===== config.mk =====
export PLATFORM = sky130hd
export DESIGN_NAME = cornet_cpu
export DESIGN_NICKNAME = d
export VERILOG_FILES = /design/src/cornet_pkg.sv /design/src/cornet_cpu.sv /design/src/cpu_decoder.sv /design/src/cpu_sequencer.sv /design/src/cpu_alu.sv /design/src/bus_engine.sv
export SDC_FILE = /design/constraint.sdc
export NUM_CORES = 1
export LEC_CHECK = 0
export BUFFER_PORTS_ARGS = -buffer_cell sky130_fd_sc_hd__buf_2
export CAP_MARGIN = 20
export CELL_PAD_IN_SITES_DETAIL_PLACEMENT = 0
export CELL_PAD_IN_SITES_GLOBAL_PLACEMENT = 1
export CORE_ASPECT_RATIO = 1.5
export CORE_MARGIN = 5
export CORE_UTILIZATION = 49
export DETAILED_ROUTE_END_ITERATION = 12
export PLACE_DENSITY_LB_ADDON = 0.1
export REMOVE_ABC_BUFFERS = 1
export SLEW_MARGIN = 40
export SYNTH_ARGS = -nofsm -noshare
export SYNTH_HDL_FRONTEND = slang
export SYNTH_SLANG_ARGS = --single-unit

===== constraint.sdc =====
create_clock -name clk -period 6 [get_ports clk]
set_input_delay 0.9 -clock clk [delete_from_list [all_inputs] [get_ports clk]]
set_output_delay 0.9 -clock clk [all_outputs]
set_load 0.01 [all_outputs]

===== src/cornet_pkg.sv =====
package cornet_pkg;

   typedef logic [15:0] addr_t;
   typedef logic [7:0]  byte_t;

   // Low byte of the reset vector, high byte follows at +1.
   localparam addr_t RESET_VECTOR = 16'hFFFC;

   typedef enum logic [7:0] {
      OP_ORA_IMM  = 8'h09,
      OP_AND_IMM  = 8'h29,
      OP_JMP_ABS  = 8'h4C,
      OP_STA_ZP   = 8'h85,
      OP_DEY      = 8'h88,
      OP_STA_ABS  = 8'h8D,
      OP_STA_ABSX = 8'h9D,
      OP_LDY_IMM  = 8'hA0,
      OP_LDX_IMM  = 8'hA2,
      OP_LDA_ZP   = 8'hA5,
      OP_LDA_IMM  = 8'hA9,
      OP_LDA_ABS  = 8'hAD,
      OP_CPY_IMM  = 8'hC0,
      OP_INY      = 8'hC8,
      OP_CMP_IMM  = 8'hC9,
      OP_DEX      = 8'hCA,
      OP_BNE      = 8'hD0,
      OP_CPX_IMM  = 8'hE0,
      OP_INC_ZP   = 8'hE6,
      OP_INX      = 8'hE8,
      OP_BEQ      = 8'hF0
   } opcode_e;

   typedef enum logic [2:0] {
      MODE_IMPLIED, MODE_IMM, MODE_ZP, MODE_ABS, MODE_ABS_X, MODE_REL
   } mode_e;

   typedef enum logic [2:0] {
      ALU_PASS, ALU_AND, ALU_OR, ALU_CMP, ALU_INC, ALU_DEC
   } alu_op_e;

   // REG_M stands for the memory operand, or no register at all as a destination.
   typedef enum logic [1:0] {
      REG_A, REG_X, REG_Y, REG_M
   } reg_sel_e;

   typedef struct packed {
      logic       known;
      mode_e      mode;
      alu_op_e    alu_op;
      reg_sel_e   src;
      reg_sel_e   dst;
      logic       is_store;
      logic       is_jump;
      logic       is_branch;
      logic       branch_on_zero;
      logic       sets_z;
      logic [1:0] length;
   } decode_t;

   typedef enum logic [2:0] {
      ST_VECTOR, ST_FETCH, ST_WAIT_FETCH, ST_OPERAND,
      ST_WAIT_OPERAND, ST_ACCESS, ST_WAIT_ACCESS, ST_MODIFY_WRITE
   } seq_state_e;

   typedef enum logic [1:0] {
      BE_IDLE, BE_READ_BYTE, BE_WORD_LOW, BE_WORD_HIGH
   } bus_state_e;

   typedef enum logic [2:0] {
      BUS_NONE, BUS_FETCH, BUS_BYTE, BUS_WORD, BUS_WRITE
   } bus_kind_e;

   typedef struct packed {
      bus_kind_e kind;
      addr_t     addr;
      byte_t     wr_data;
   } bus_req_t;

   typedef struct packed {
      logic  ack;
      byte_t rd_byte;
      addr_t rd_word;
      logic  busy;
   } bus_rsp_t;

endpackage


===== src/cornet_cpu.sv =====
module cornet_cpu
   import cornet_pkg::*;
(
   input  logic  clk,
   input  logic  reset_n,
   output addr_t addr,
   input  byte_t rd_data,
   output byte_t wr_data,
   output logic  wr_en,
   output logic  rd_req,
   input  logic  ready
);

   byte_t    opcode;
   decode_t  dec;
   alu_op_e  alu_op;
   byte_t    operand_a;
   byte_t    operand_b;
   byte_t    result;
   logic     zero;
   bus_req_t bus_req;
   bus_rsp_t bus_rsp;

   cpu_sequencer u_sequencer (
      .clk       (clk),
      .reset_n   (reset_n),
      .opcode    (opcode),
      .dec       (dec),
      .alu_op    (alu_op),
      .operand_a (operand_a),
      .operand_b (operand_b),
      .result    (result),
      .zero      (zero),
      .bus_req   (bus_req),
      .bus_rsp   (bus_rsp)
   );

   cpu_decoder u_decoder (
      .opcode (opcode),
      .dec    (dec)
   );

   cpu_alu u_alu (
      .alu_op    (alu_op),
      .operand_a (operand_a),
      .operand_b (operand_b),
      .result    (result),
      .zero      (zero)
   );

   bus_engine u_bus (
      .clk     (clk),
      .reset_n (reset_n),
      .bus_req (bus_req),
      .bus_rsp (bus_rsp),
      .addr    (addr),
      .rd_data (rd_data),
      .wr_data (wr_data),
      .wr_en   (wr_en),
      .rd_req  (rd_req),
      .ready   (ready)
   );

endmodule


===== src/cpu_decoder.sv =====
module cpu_decoder
   import cornet_pkg::*;
(
   input  byte_t   opcode,
   output decode_t dec
);

   function automatic decode_t entry(input mode_e mode, input alu_op_e op,
                                     input reg_sel_e src, input reg_sel_e dst,
                                     input logic [1:0] length, input logic sets_z);
      decode_t d;
      d        = '0;
      d.known  = 1'b1;
      d.mode   = mode;
      d.alu_op = op;
      d.src    = src;
      d.dst    = dst;
      d.length = length;
      d.sets_z = sets_z;
      return d;
   endfunction

   always_comb
   begin
      dec        = '0;
      dec.length = 2'd1;
      case (opcode)
         OP_LDA_IMM:  dec = entry(MODE_IMM, ALU_PASS, REG_A, REG_A, 2'd2, 1'b1);
         // LDX and LDY leave Z alone.
         OP_LDX_IMM:  dec = entry(MODE_IMM, ALU_PASS, REG_X, REG_X, 2'd2, 1'b0);
         OP_LDY_IMM:  dec = entry(MODE_IMM, ALU_PASS, REG_Y, REG_Y, 2'd2, 1'b0);
         OP_LDA_ZP:   dec = entry(MODE_ZP, ALU_PASS, REG_A, REG_A, 2'd2, 1'b1);
         OP_LDA_ABS:  dec = entry(MODE_ABS, ALU_PASS, REG_A, REG_A, 2'd3, 1'b1);
         OP_STA_ZP:
         begin
            dec          = entry(MODE_ZP, ALU_PASS, REG_A, REG_M, 2'd2, 1'b0);
            dec.is_store = 1'b1;
         end
         OP_STA_ABS:
         begin
            dec          = entry(MODE_ABS, ALU_PASS, REG_A, REG_M, 2'd3, 1'b0);
            dec.is_store = 1'b1;
         end
         OP_STA_ABSX:
         begin
            dec          = entry(MODE_ABS_X, ALU_PASS, REG_A, REG_M, 2'd3, 1'b0);
            dec.is_store = 1'b1;
         end
         OP_INX:      dec = entry(MODE_IMPLIED, ALU_INC, REG_X, REG_X, 2'd1, 1'b1);
         OP_INY:      dec = entry(MODE_IMPLIED, ALU_INC, REG_Y, REG_Y, 2'd1, 1'b1);
         OP_DEX:      dec = entry(MODE_IMPLIED, ALU_DEC, REG_X, REG_X, 2'd1, 1'b1);
         OP_DEY:      dec = entry(MODE_IMPLIED, ALU_DEC, REG_Y, REG_Y, 2'd1, 1'b1);
         OP_AND_IMM:  dec = entry(MODE_IMM, ALU_AND, REG_A, REG_A, 2'd2, 1'b1);
         OP_ORA_IMM:  dec = entry(MODE_IMM, ALU_OR, REG_A, REG_A, 2'd2, 1'b1);
         // Compares only touch Z.
         OP_CMP_IMM:  dec = entry(MODE_IMM, ALU_CMP, REG_A, REG_M, 2'd2, 1'b1);
         OP_CPX_IMM:  dec = entry(MODE_IMM, ALU_CMP, REG_X, REG_M, 2'd2, 1'b1);
         OP_CPY_IMM:  dec = entry(MODE_IMM, ALU_CMP, REG_Y, REG_M, 2'd2, 1'b1);
         OP_INC_ZP:   dec = entry(MODE_ZP, ALU_INC, REG_M, REG_M, 2'd2, 1'b1);
         OP_BNE:
         begin
            dec           = entry(MODE_REL, ALU_PASS, REG_A, REG_M, 2'd2, 1'b0);
            dec.is_branch = 1'b1;
         end
         OP_BEQ:
         begin
            dec                = entry(MODE_REL, ALU_PASS, REG_A, REG_M, 2'd2, 1'b0);
            dec.is_branch      = 1'b1;
            dec.branch_on_zero = 1'b1;
         end
         OP_JMP_ABS:
         begin
            dec         = entry(MODE_ABS, ALU_PASS, REG_A, REG_M, 2'd3, 1'b0);
            dec.is_jump = 1'b1;
         end
         default: ;
      endcase
   end

endmodule


===== src/cpu_sequencer.sv =====
module cpu_sequencer
   import cornet_pkg::*;
(
   input  logic     clk,
   input  logic     reset_n,
   output byte_t    opcode,
   input  decode_t  dec,
   output alu_op_e  alu_op,
   output byte_t    operand_a,
   output byte_t    operand_b,
   input  byte_t    result,
   input  logic     zero,
   output bus_req_t bus_req,
   input  bus_rsp_t bus_rsp
);

   seq_state_e state;
   addr_t      pc;
   addr_t      ea;
   byte_t      reg_ir;
   byte_t      reg_a;
   byte_t      reg_x;
   byte_t      reg_y;
   logic       flag_z;

   addr_t      pc_seq;
   addr_t      pc_branch;
   addr_t      ea_calc;
   logic       taken;
   logic       needs_operand;
   logic       issue;
   logic       commit;

   assign opcode    = reg_ir;
   assign alu_op    = dec.alu_op;
   assign operand_b = bus_rsp.rd_byte;

   assign pc_seq        = pc + addr_t'(dec.length);
   assign pc_branch     = pc_seq + {{8{bus_rsp.rd_byte[7]}}, bus_rsp.rd_byte};
   assign taken         = (flag_z == dec.branch_on_zero);
   // An untaken branch never needs its offset byte.
   assign needs_operand = (dec.mode != MODE_IMPLIED) && (!dec.is_branch || taken);
   assign issue         = (bus_req.kind != BUS_NONE);

   // Cycle in which the ALU result of the instruction is final.
   assign commit = (state == ST_OPERAND && dec.known && dec.mode == MODE_IMPLIED) ||
                   (bus_rsp.ack && state == ST_WAIT_OPERAND && dec.mode == MODE_IMM) ||
                   (bus_rsp.ack && state == ST_WAIT_ACCESS);

   always_comb
   begin
      case (dec.src)
         REG_A:   operand_a = reg_a;
         REG_X:   operand_a = reg_x;
         REG_Y:   operand_a = reg_y;
         default: operand_a = bus_rsp.rd_byte;
      endcase
   end

   always_comb
   begin
      case (dec.mode)
         MODE_ABS:   ea_calc = bus_rsp.rd_word;
         MODE_ABS_X: ea_calc = bus_rsp.rd_word + {8'h00, reg_x};
         default:    ea_calc = {8'h00, bus_rsp.rd_byte};
      endcase
   end

   always_comb
   begin
      bus_req.kind    = BUS_NONE;
      bus_req.addr    = pc;
      bus_req.wr_data = operand_a;
      if (!bus_rsp.busy && !bus_rsp.ack)
      begin
         case (state)
            ST_VECTOR:
            begin
               bus_req.kind = BUS_WORD;
               bus_req.addr = RESET_VECTOR;
            end
            ST_FETCH:
               bus_req.kind = BUS_FETCH;
            ST_OPERAND:
               if (dec.known && needs_operand)
               begin
                  bus_req.kind = (dec.length == 2'd3) ? BUS_WORD : BUS_BYTE;
                  bus_req.addr = pc + 16'd1;
               end
            ST_ACCESS:
            begin
               bus_req.kind = dec.is_store ? BUS_WRITE : BUS_BYTE;
               bus_req.addr = ea;
            end
            ST_MODIFY_WRITE:
            begin
               bus_req.kind    = BUS_WRITE;
               bus_req.addr    = ea;
               bus_req.wr_data = result;
            end
            default: ;
         endcase
      end
   end

   always_ff @(posedge clk)
   begin
      if (!reset_n)
      begin
         state  <= ST_VECTOR;
         pc     <= '0;
         reg_a  <= '0;
         reg_x  <= '0;
         reg_y  <= '0;
         flag_z <= 1'b0;
      end
      else
      begin
         if (commit)
         begin
            case (dec.dst)
               REG_A:   reg_a <= result;
               REG_X:   reg_x <= result;
               REG_Y:   reg_y <= result;
               default: ;
            endcase
            if (dec.sets_z)
               flag_z <= zero;
         end

         case (state)
            ST_VECTOR:
               if (bus_rsp.ack)
               begin
                  pc    <= bus_rsp.rd_word;
                  state <= ST_FETCH;
               end
            ST_FETCH:
               if (issue)
                  state <= ST_WAIT_FETCH;
            ST_WAIT_FETCH:
               if (bus_rsp.ack)
               begin
                  reg_ir <= bus_rsp.rd_byte;
                  state  <= ST_OPERAND;
               end
            // Unknown opcodes stay here for good.
            ST_OPERAND:
               if (issue)
                  state <= ST_WAIT_OPERAND;
               else if (dec.known && !needs_operand)
               begin
                  pc    <= pc_seq;
                  state <= ST_FETCH;
               end
            ST_WAIT_OPERAND:
               if (bus_rsp.ack)
               begin
                  if (dec.is_branch)
                     pc <= pc_branch;
                  else if (dec.is_jump)
                     pc <= bus_rsp.rd_word;
                  else if (dec.mode == MODE_IMM)
                     pc <= pc_seq;
                  else
                     ea <= ea_calc;
                  if (dec.is_branch || dec.is_jump || dec.mode == MODE_IMM)
                     state <= ST_FETCH;
                  else
                     state <= ST_ACCESS;
               end
            ST_ACCESS:
               if (issue)
               begin
                  if (dec.is_store)
                  begin
                     pc    <= pc_seq;
                     state <= ST_FETCH;
                  end
                  else
                     state <= ST_WAIT_ACCESS;
               end
            ST_WAIT_ACCESS:
               if (bus_rsp.ack)
               begin
                  if (dec.dst == REG_M)
                     state <= ST_MODIFY_WRITE;
                  else
                  begin
                     pc    <= pc_seq;
                     state <= ST_FETCH;
                  end
               end
            ST_MODIFY_WRITE:
               if (issue)
               begin
                  pc    <= pc_seq;
                  state <= ST_FETCH;
               end
            default:
               state <= ST_VECTOR;
         endcase
      end
   end

endmodule


===== src/cpu_alu.sv =====
module cpu_alu
   import cornet_pkg::*;
(
   input  alu_op_e alu_op,
   input  byte_t   operand_a,
   input  byte_t   operand_b,
   output byte_t   result,
   output logic    zero
);

   always_comb
   begin
      case (alu_op)
         ALU_PASS:
            result = operand_b;
         ALU_AND:
            result = operand_a & operand_b;
         ALU_OR:
            result = operand_a | operand_b;
         // Only the zero test of the difference is used.
         ALU_CMP:
            result = operand_a - operand_b;
         ALU_INC:
            result = operand_a + 8'd1;
         ALU_DEC:
            result = operand_a - 8'd1;
         default:
            result = operand_b;
      endcase
   end

   assign zero = (result == 8'h00);

endmodule


===== src/bus_engine.sv =====
module bus_engine
   import cornet_pkg::*;
(
   input  logic     clk,
   input  logic     reset_n,
   input  bus_req_t bus_req,
   output bus_rsp_t bus_rsp,
   output addr_t    addr,
   input  byte_t    rd_data,
   output byte_t    wr_data,
   output logic     wr_en,
   output logic     rd_req,
   input  logic     ready
);

   bus_state_e state;
   logic       ack;
   byte_t      rd_byte;
   addr_t      rd_word;
   logic       done;

   // Ready is not trusted in the cycle of our own rd_req.
   assign done = ready && !rd_req;

   assign bus_rsp.ack     = ack;
   assign bus_rsp.rd_byte = rd_byte;
   assign bus_rsp.rd_word = rd_word;
   assign bus_rsp.busy    = (state != BE_IDLE);

   always_ff @(posedge clk)
   begin
      if (!reset_n)
      begin
         state  <= BE_IDLE;
         ack    <= 1'b0;
         rd_req <= 1'b0;
         wr_en  <= 1'b0;
      end
      else
      begin
         ack    <= 1'b0;
         rd_req <= 1'b0;
         wr_en  <= 1'b0;
         case (state)
            BE_IDLE:
               case (bus_req.kind)
                  BUS_FETCH, BUS_BYTE:
                  begin
                     addr   <= bus_req.addr;
                     rd_req <= 1'b1;
                     state  <= BE_READ_BYTE;
                  end
                  BUS_WORD:
                  begin
                     addr   <= bus_req.addr;
                     rd_req <= 1'b1;
                     state  <= BE_WORD_LOW;
                  end
                  BUS_WRITE:
                  begin
                     addr    <= bus_req.addr;
                     wr_data <= bus_req.wr_data;
                     wr_en   <= 1'b1;
                  end
                  default: ;
               endcase
            BE_READ_BYTE:
               if (done)
               begin
                  rd_byte <= rd_data;
                  ack     <= 1'b1;
                  state   <= BE_IDLE;
               end
            BE_WORD_LOW:
               if (done)
               begin
                  rd_word[7:0] <= rd_data;
                  addr         <= addr + 16'd1;
                  rd_req       <= 1'b1;
                  state        <= BE_WORD_HIGH;
               end
            BE_WORD_HIGH:
               if (done)
               begin
                  rd_word[15:8] <= rd_data;
                  ack           <= 1'b1;
                  state         <= BE_IDLE;
               end
            default:
               state <= BE_IDLE;
         endcase
      end
   end

endmodule


**Word level (Yosys, flattened, before mapping)**

Index checks and enable logic that the tools add are counted.

- Bits in registers: 121
- Output and inout bits: 26
- Bits of input ports: 11
- Word-level logic and storage cells: 197

- Muxes and demuxes: 48
- Bitwise logic cells: 5
- Reductions and logical operators: 52
- Add/subtract/negate cells: 8
- Equal/unequal tests: 67

Operator list:

| operator | count |
|---|---|
| one-hot mux 18 bit (21 select lines) | 1 |
| two-way mux 16 bit | 14 |
| equality test 8 bit (second input constant) | 18 |
| one-hot mux 16 bit (6 select lines) | 1 |
| one-hot mux 16 bit (2 select lines) | 2 |
| one-hot mux 16 bit (3 select lines) | 1 |
| one-hot mux 8 bit (5 select lines) | 1 |
| two-way mux 3 bit | 13 |
| adder 16 x 1 -> 16 bit (second input constant) | 2 |
| two-way mux 27 bit | 1 |
| equality test 3 bit (second input constant) | 8 |
| one-hot mux 3 bit (8 select lines) | 1 |
| one-hot mux 8 bit (3 select lines) | 1 |
| equality test 3 x 2 -> 1 bit (second input constant) | 7 |
| inequality test 2 x 1 -> 1 bit (second input constant) | 10 |
| two-way mux 19 bit | 1 |
| AND reduction 3 bit | 6 |
| adder 16 bit | 1 |
| adder 16 x 2 -> 16 bit | 1 |
| adder 16 x 8 -> 16 bit | 1 |
| one-hot mux 3 bit (5 select lines) | 1 |
| equality test 2 bit (second input constant) | 6 |
| equality test 3 x 1 -> 1 bit (second input constant) | 4 |
| AND reduction 2 bit | 6 |
| other kinds (37) | 72 |

**Longest topological paths before layout**

- Depth after elaboration: 13
- Mapped depth: 24
- Depth with buffers taken out: 22

**Cells and area by module**

Synthesis repeated with hierarchy kept, for this count alone.

- Cells, all modules: 1104
- Area, all modules: 9580.4 um^2

By module, submodules not included:

| module | cells each | area an instance (um^2) | sequential area each (um^2) | instances |
|---|---|---|---|---|
| cpu_sequencer | 744 | 6038.3 | 1601.5 | 1 |
| bus_engine | 157 | 2199.6 | 1541.5 | 1 |
| cpu_alu | 121 | 793.3 | 0.0 | 1 |
| cpu_decoder | 82 | 549.3 | 0.0 | 1 |

**Worst setup path before layout**

Ideal clock, no wire load.

- Kind: reg2reg
- Start: reg u_sequencer.reg_ir[4], in the netlist u_sequencer.opcode[4]
- End: reg u_sequencer.pc[13]
- Stages on the path, launching flop included: 23
- Clock period less this slack: 5048 ps
- Required time: 5926 ps
- Data arrival time: 4973 ps
- Buffers on the path: 1
- Setup slack: 952 ps
- Library setup time: 74 ps
- Path through: edfxtp_1 or3_1 or4_1 clkbuf_1 o31ai_1 nor2_1 nand3_1 ha_1 inv_1 fa_1 nor3b_1 nand2_1 xnor2_1 ha_1 and3_1 a21oi_1 o211ai_1 nand3_1 nand2b_1 a21o_1 and2_1 or2_2 a31oi_1

- Longest elaborated chain between the ends: 12
- Elaborated cells on any way between the ends: 61
- Classes of those cells: add/sub (2); eq/ne (32); mux (18); reduce/logical (9)

RTL lines:

| element | line | RTL |
|---|---|---|
| from (decl) | cpu_sequencer.sv:20 | `byte_t reg_ir;` |
| from (signal assigned) | cpu_sequencer.sv:144 | `reg_ir <= bus_rsp.rd_byte;` |
| equality test 8 x 7 -> 1 bit, or another cell as far along | cpu_decoder.sv:27 | `case (opcode)` |
| one-hot mux 18 bit (21 select lines) * | cpu_decoder.sv:27 |  |
| parallel branches: the longest is 10 deep, another holds adder 16 x 2 -> 16 bit | - |  |
| to (signal assigned) | cpu_sequencer.sv:135 | `pc <= bus_rsp.rd_word;` |
| to (signal assigned) | cpu_sequencer.sv:153 | `pc <= pc_seq;` |
| to (signal assigned) | cpu_sequencer.sv:160 | `pc <= pc_branch;` |
| to (decl) | cpu_sequencer.sv:18 | `addr_t pc;` |

Every way passes the cells marked *. The select of a mux whose other input is x is not followed.
A chain may end at the register's enable or synchronous reset.

**Worst setup path after layout**

- Start: reg u_sequencer.reg_ir[5], in the netlist u_sequencer.opcode[5]
- End: reg u_sequencer.pc[14]

The elaborated chain is that of the path after synthesis.

==> results.sh <==
export IMPL_antenna_cells=0
export IMPL_finalCritPeriodShare_pct=91.2
export IMPL_synth_largest_area_cell="sky130_fd_sc_hd__edfxtp_1"
export IMPL_reg2regPathDepth=19
export IMPL_slew_headroom_pct=44.6
export IMPL_period_needed_ns=5.47
export IMPL_final_setup_skew_ns=0.00586
export IMPL_postRouteAntennaNets=0
export IMPL_ys_top_cells_by_count="96 x sky130_fd_sc_hd__nor2_1, 76 x sky130_fd_sc_hd__nand2_1, 74 x sky130_fd_sc_hd__a21oi_1, 72 x sky130_fd_sc_hd__edfxtp_1, 61 x sky130_fd_sc_hd__o21ai_0"
export IMPL_die_height_um=174
export IMPL_fill_cells=1646
export IMPL_floorplan_initialDensity_pct=49.5
export IMPL_crit_type="flop to flop"
export IMPL_hold_depth=2
export IMPL_tns_ns=0
export IMPL_syn_area_per_cell_um2=8.74
export IMPL_hold_class="flop to flop"
export IMPL_globalRoute_totalOverflow=0
export IMPL_rrSetupSlack_ns=0.53
export IMPL_total_leakage_power_uw=0.00390
export IMPL_drt_pass1_iter_count=8
export IMPL_cts_num_sinks=121
export IMPL_peakVddDrop_uv=164
export IMPL_timing_rr_end="u_sequencer.pc[14]"
export IMPL_synth_top_flop_cell="sky130_fd_sc_hd__edfxtp_1"
export IMPL_clock_insertion_delay_worst_skew_ns=0.42
export IMPL_h_tree_depth=4
export IMPL_synth_most_common_cell="sky130_fd_sc_hd__nor2_1"
export IMPL_drive_gt1_share_pct=11.5
export IMPL_ios=37
export IMPL_run_status="complete, no violations"
export IMPL_avgRoutedWirePerCell_um=23.7
export IMPL_core_area_um2=17800
export IMPL_worst_endpoint_arrival_ns=5.74
export IMPL_drt_total_wl_um=29700
export IMPL_vias=8157
export IMPL_grt_pass1_wl_um=45900
export IMPL_tightestPinTransition_ns=0.830
export IMPL_area_delta_synth_final_pct=11.7
export IMPL_number_of_post_cts_setup_repair_buffers=0
export IMPL_clk_path_buf_depth=2
export IMPL_final_design_utilization_pct=55.2
export IMPL_cts_made_buffers=17
export IMPL_finalMaxSlewViolations=0
export IMPL_finalSetupViolations=0
export IMPL_root_buf_cell="sky130_fd_sc_hd__clkbuf_16"
export IMPL_synthesis_yosys_warnings=0
export IMPL_cts_resized_gates=0
export IMPL_drt_vias_per_instance=6.52
export IMPL_max_cap_viol_count=0
export IMPL_part_of_the_yosys_area_used_for_sequential_elements_pct=35.7
export IMPL_synth_top_area_share_pct=24.6
export IMPL_drc=0
export IMPL_hold_path_endpoint="u_sequencer.reg_y[0]"
export IMPL_cts_tree="done"
export IMPL_floorplan_die_area_um2=20800
export IMPL_crit_fanout=14
export IMPL_synth_cell_area_um2=8800
export IMPL_grt_antenna_before_repair=0
export IMPL_io_buffers=36
export IMPL_worstReg2RegStart="u_sequencer.opcode[5]"
export IMPL_setup_worst_path_start_class="flop"
export IMPL_rsz0062_at_grt="false"
export IMPL_worst_hold_startpoint="u_sequencer.reg_y[0]"
export IMPL_1st_iter_drt_viols=573
export IMPL_end_kind="flop"
export IMPL_hold_fix_buffers_cts=0
export IMPL_max_freq_mhz=183
export IMPL_final_hold_vios=0
export IMPL_placementRows=60
export IMPL_netlist_instances=1007
export IMPL_place_detailed_hpwl_um=22600
export IMPL_die_width_um=119
export IMPL_synth_async_sr_flop_share_pct=0
export IMPL_postSynthRegisterBits=121
export IMPL_clk_transition_reported_paths_ns=0.06
export IMPL_gp_congestion=0.910
export IMPL_grt_total_usage_pct=28.6
export IMPL_worst_endpoint_required_ns=6.27
export IMPL_number_of_flops_mapped_to_enable_cells_by_yosys=72
export IMPL_synth_distinct_cells=88
export IMPL_finalNetCount=1075
export IMPL_p_per_area_nw_per_um2=298
export IMPL_pin_count_of_the_biggest_net_entering_global_routing=39
export IMPL_grt_pass1_vias=8147
export IMPL_yosys_top_cells_area="sky130_fd_sc_hd__edfxtp_1 25%, sky130_fd_sc_hd__dfxtp_1 11%, sky130_fd_sc_hd__ha_1 5.4%"
[area by class of cell]
| cell class | count | area [um2] | share of cell area [%] |
|---|---|---|---|
| Multi-Input combinational cell | 792 | 5300 | 53.9 |
| Sequential cell | 121 | 3140 | 32.0 |
| Clock buffer | 25 | 568 | 5.78 |
| Timing Repair Buffer | 55 | 323 | 3.28 |
| Tap cell | 217 | 272 | 2.76 |
| Inverter | 35 | 131 | 1.34 |
| Clock inverter | 7 | 95.1 | 0.968 |
[sequential cells by signal (all words and copies together), names as in the netlist, 2 cells and up]
signal and flops:
u_bus.addr 16, u_bus.rd_byte 8, u_bus.state 2, u_sequencer.pc 16, u_sequencer.ea 16, u_sequencer.reg_x 8
u_bus.wr_data 8, u_bus.rd_word 16, u_sequencer.reg_y 8, u_sequencer.opcode 8, u_sequencer.state 3, u_sequencer.reg_a 8
[power breakdown]
group          internal [uW]  total, uW  switching, uW
combinational            261        659            398
clock                    744       1130            390
sequential              1010       1130            124
[per-stage QoR]
step           setup slack (ns)  cells  hold slack (ns)  instance area, um2  total power (uW)
6_report                  0.527   1252            0.476                9830              2930
4_1_cts                   0.561   1252            0.475                9820              2940
5_1_grt                   0.184   1252            0.510                9830              3060
2_1_floorplan             0.428    948            0.450                8550              1550
3_5_place_dp              0.601   1220            0.467                9160              1810
3_3_place_gp              0.637   1220            0.460                9150              1810
[worst max path at each step]
stage | startpoint | end
detailed placement | u_sequencer.opcode[5] | u_sequencer.pc[14]
finish | u_sequencer.opcode[5] | u_sequencer.pc[14]
global placement | u_sequencer.opcode[5] | u_sequencer.pc[14]
floorplan | u_sequencer.opcode[4] | u_sequencer.pc[13]
global route | u_sequencer.opcode[5] | u_sequencer.pc[14]
CTS | u_sequencer.opcode[5] | u_sequencer.pc[14]
[placed cells by master, fill, tap and decap left out, types with 18 or more instances in the layout]
master / instances
sky130_fd_sc_hd__a21oi_1: 73
sky130_fd_sc_hd__and3_1: 19
sky130_fd_sc_hd__buf_2: 36
sky130_fd_sc_hd__buf_4: 19
sky130_fd_sc_hd__clkbuf_16: 21
sky130_fd_sc_hd__dfxtp_1: 49
sky130_fd_sc_hd__edfxtp_1: 72
sky130_fd_sc_hd__ha_1: 38
sky130_fd_sc_hd__inv_1: 35
sky130_fd_sc_hd__mux2i_1: 34
sky130_fd_sc_hd__nand2_1: 76
sky130_fd_sc_hd__nand3_1: 29
sky130_fd_sc_hd__nand4_1: 18
sky130_fd_sc_hd__nor2_1: 96
sky130_fd_sc_hd__nor3_1: 26
sky130_fd_sc_hd__o21ai_0: 61
sky130_fd_sc_hd__xnor2_1: 33
sky130_fd_sc_hd__xor2_1: 19
[routing by layer]
layer / part of all wire (%) / track usage, % / up-vias
met1: 35 / 29.5 / 3927
li1: - / - / 3796
met4: 7.1 / 18.8 / 0
met3: 4.3 / 4.10 / 123
met2: 54 / 52.9 / 311
met5: 0 / 0 / -
[worst max-delay path, stage by stage, from the launching register on]
cell	delay, ns
sky130_fd_sc_hd__edfxtp_1	0.57
sky130_fd_sc_hd__or3_1	0.50
sky130_fd_sc_hd__or4_1	0.51
sky130_fd_sc_hd__o31ai_1	0.11
sky130_fd_sc_hd__nor2_1	0.23
sky130_fd_sc_hd__nand3_1	0.14
sky130_fd_sc_hd__ha_1	0.17
sky130_fd_sc_hd__inv_1	0.05
sky130_fd_sc_hd__fa_1	0.44
sky130_fd_sc_hd__xnor2_1	0.28
sky130_fd_sc_hd__ha_1	0.33
sky130_fd_sc_hd__nor2b_1	0.14
sky130_fd_sc_hd__o21ai_0	0.24
sky130_fd_sc_hd__a21oi_1	0.14
sky130_fd_sc_hd__o41ai_1	0.60
sky130_fd_sc_hd__o31ai_1	0.20
sky130_fd_sc_hd__o41ai_1	0.33
sky130_fd_sc_hd__xnor2_1	0.10
sky130_fd_sc_hd__a21oi_1	0.15
sky130_fd_sc_hd__a21oi_1	0.08
[kinds of logic after synthesis]
group / Yosys count / synth area share [%]
buffers and inverters: 94 / 4.38
XOR/XNOR: 53 / 5.43
adder cells (fa/ha/maj): 43 / 6.43
AND/OR/NAND/NOR: 347 / 20.0
AO/OA/AOI/OAI: 307 / 23.1
flip-flops: 121 / 35.7
multiplexers: 42 / 4.89
Power figures use the tool's default switching activity.
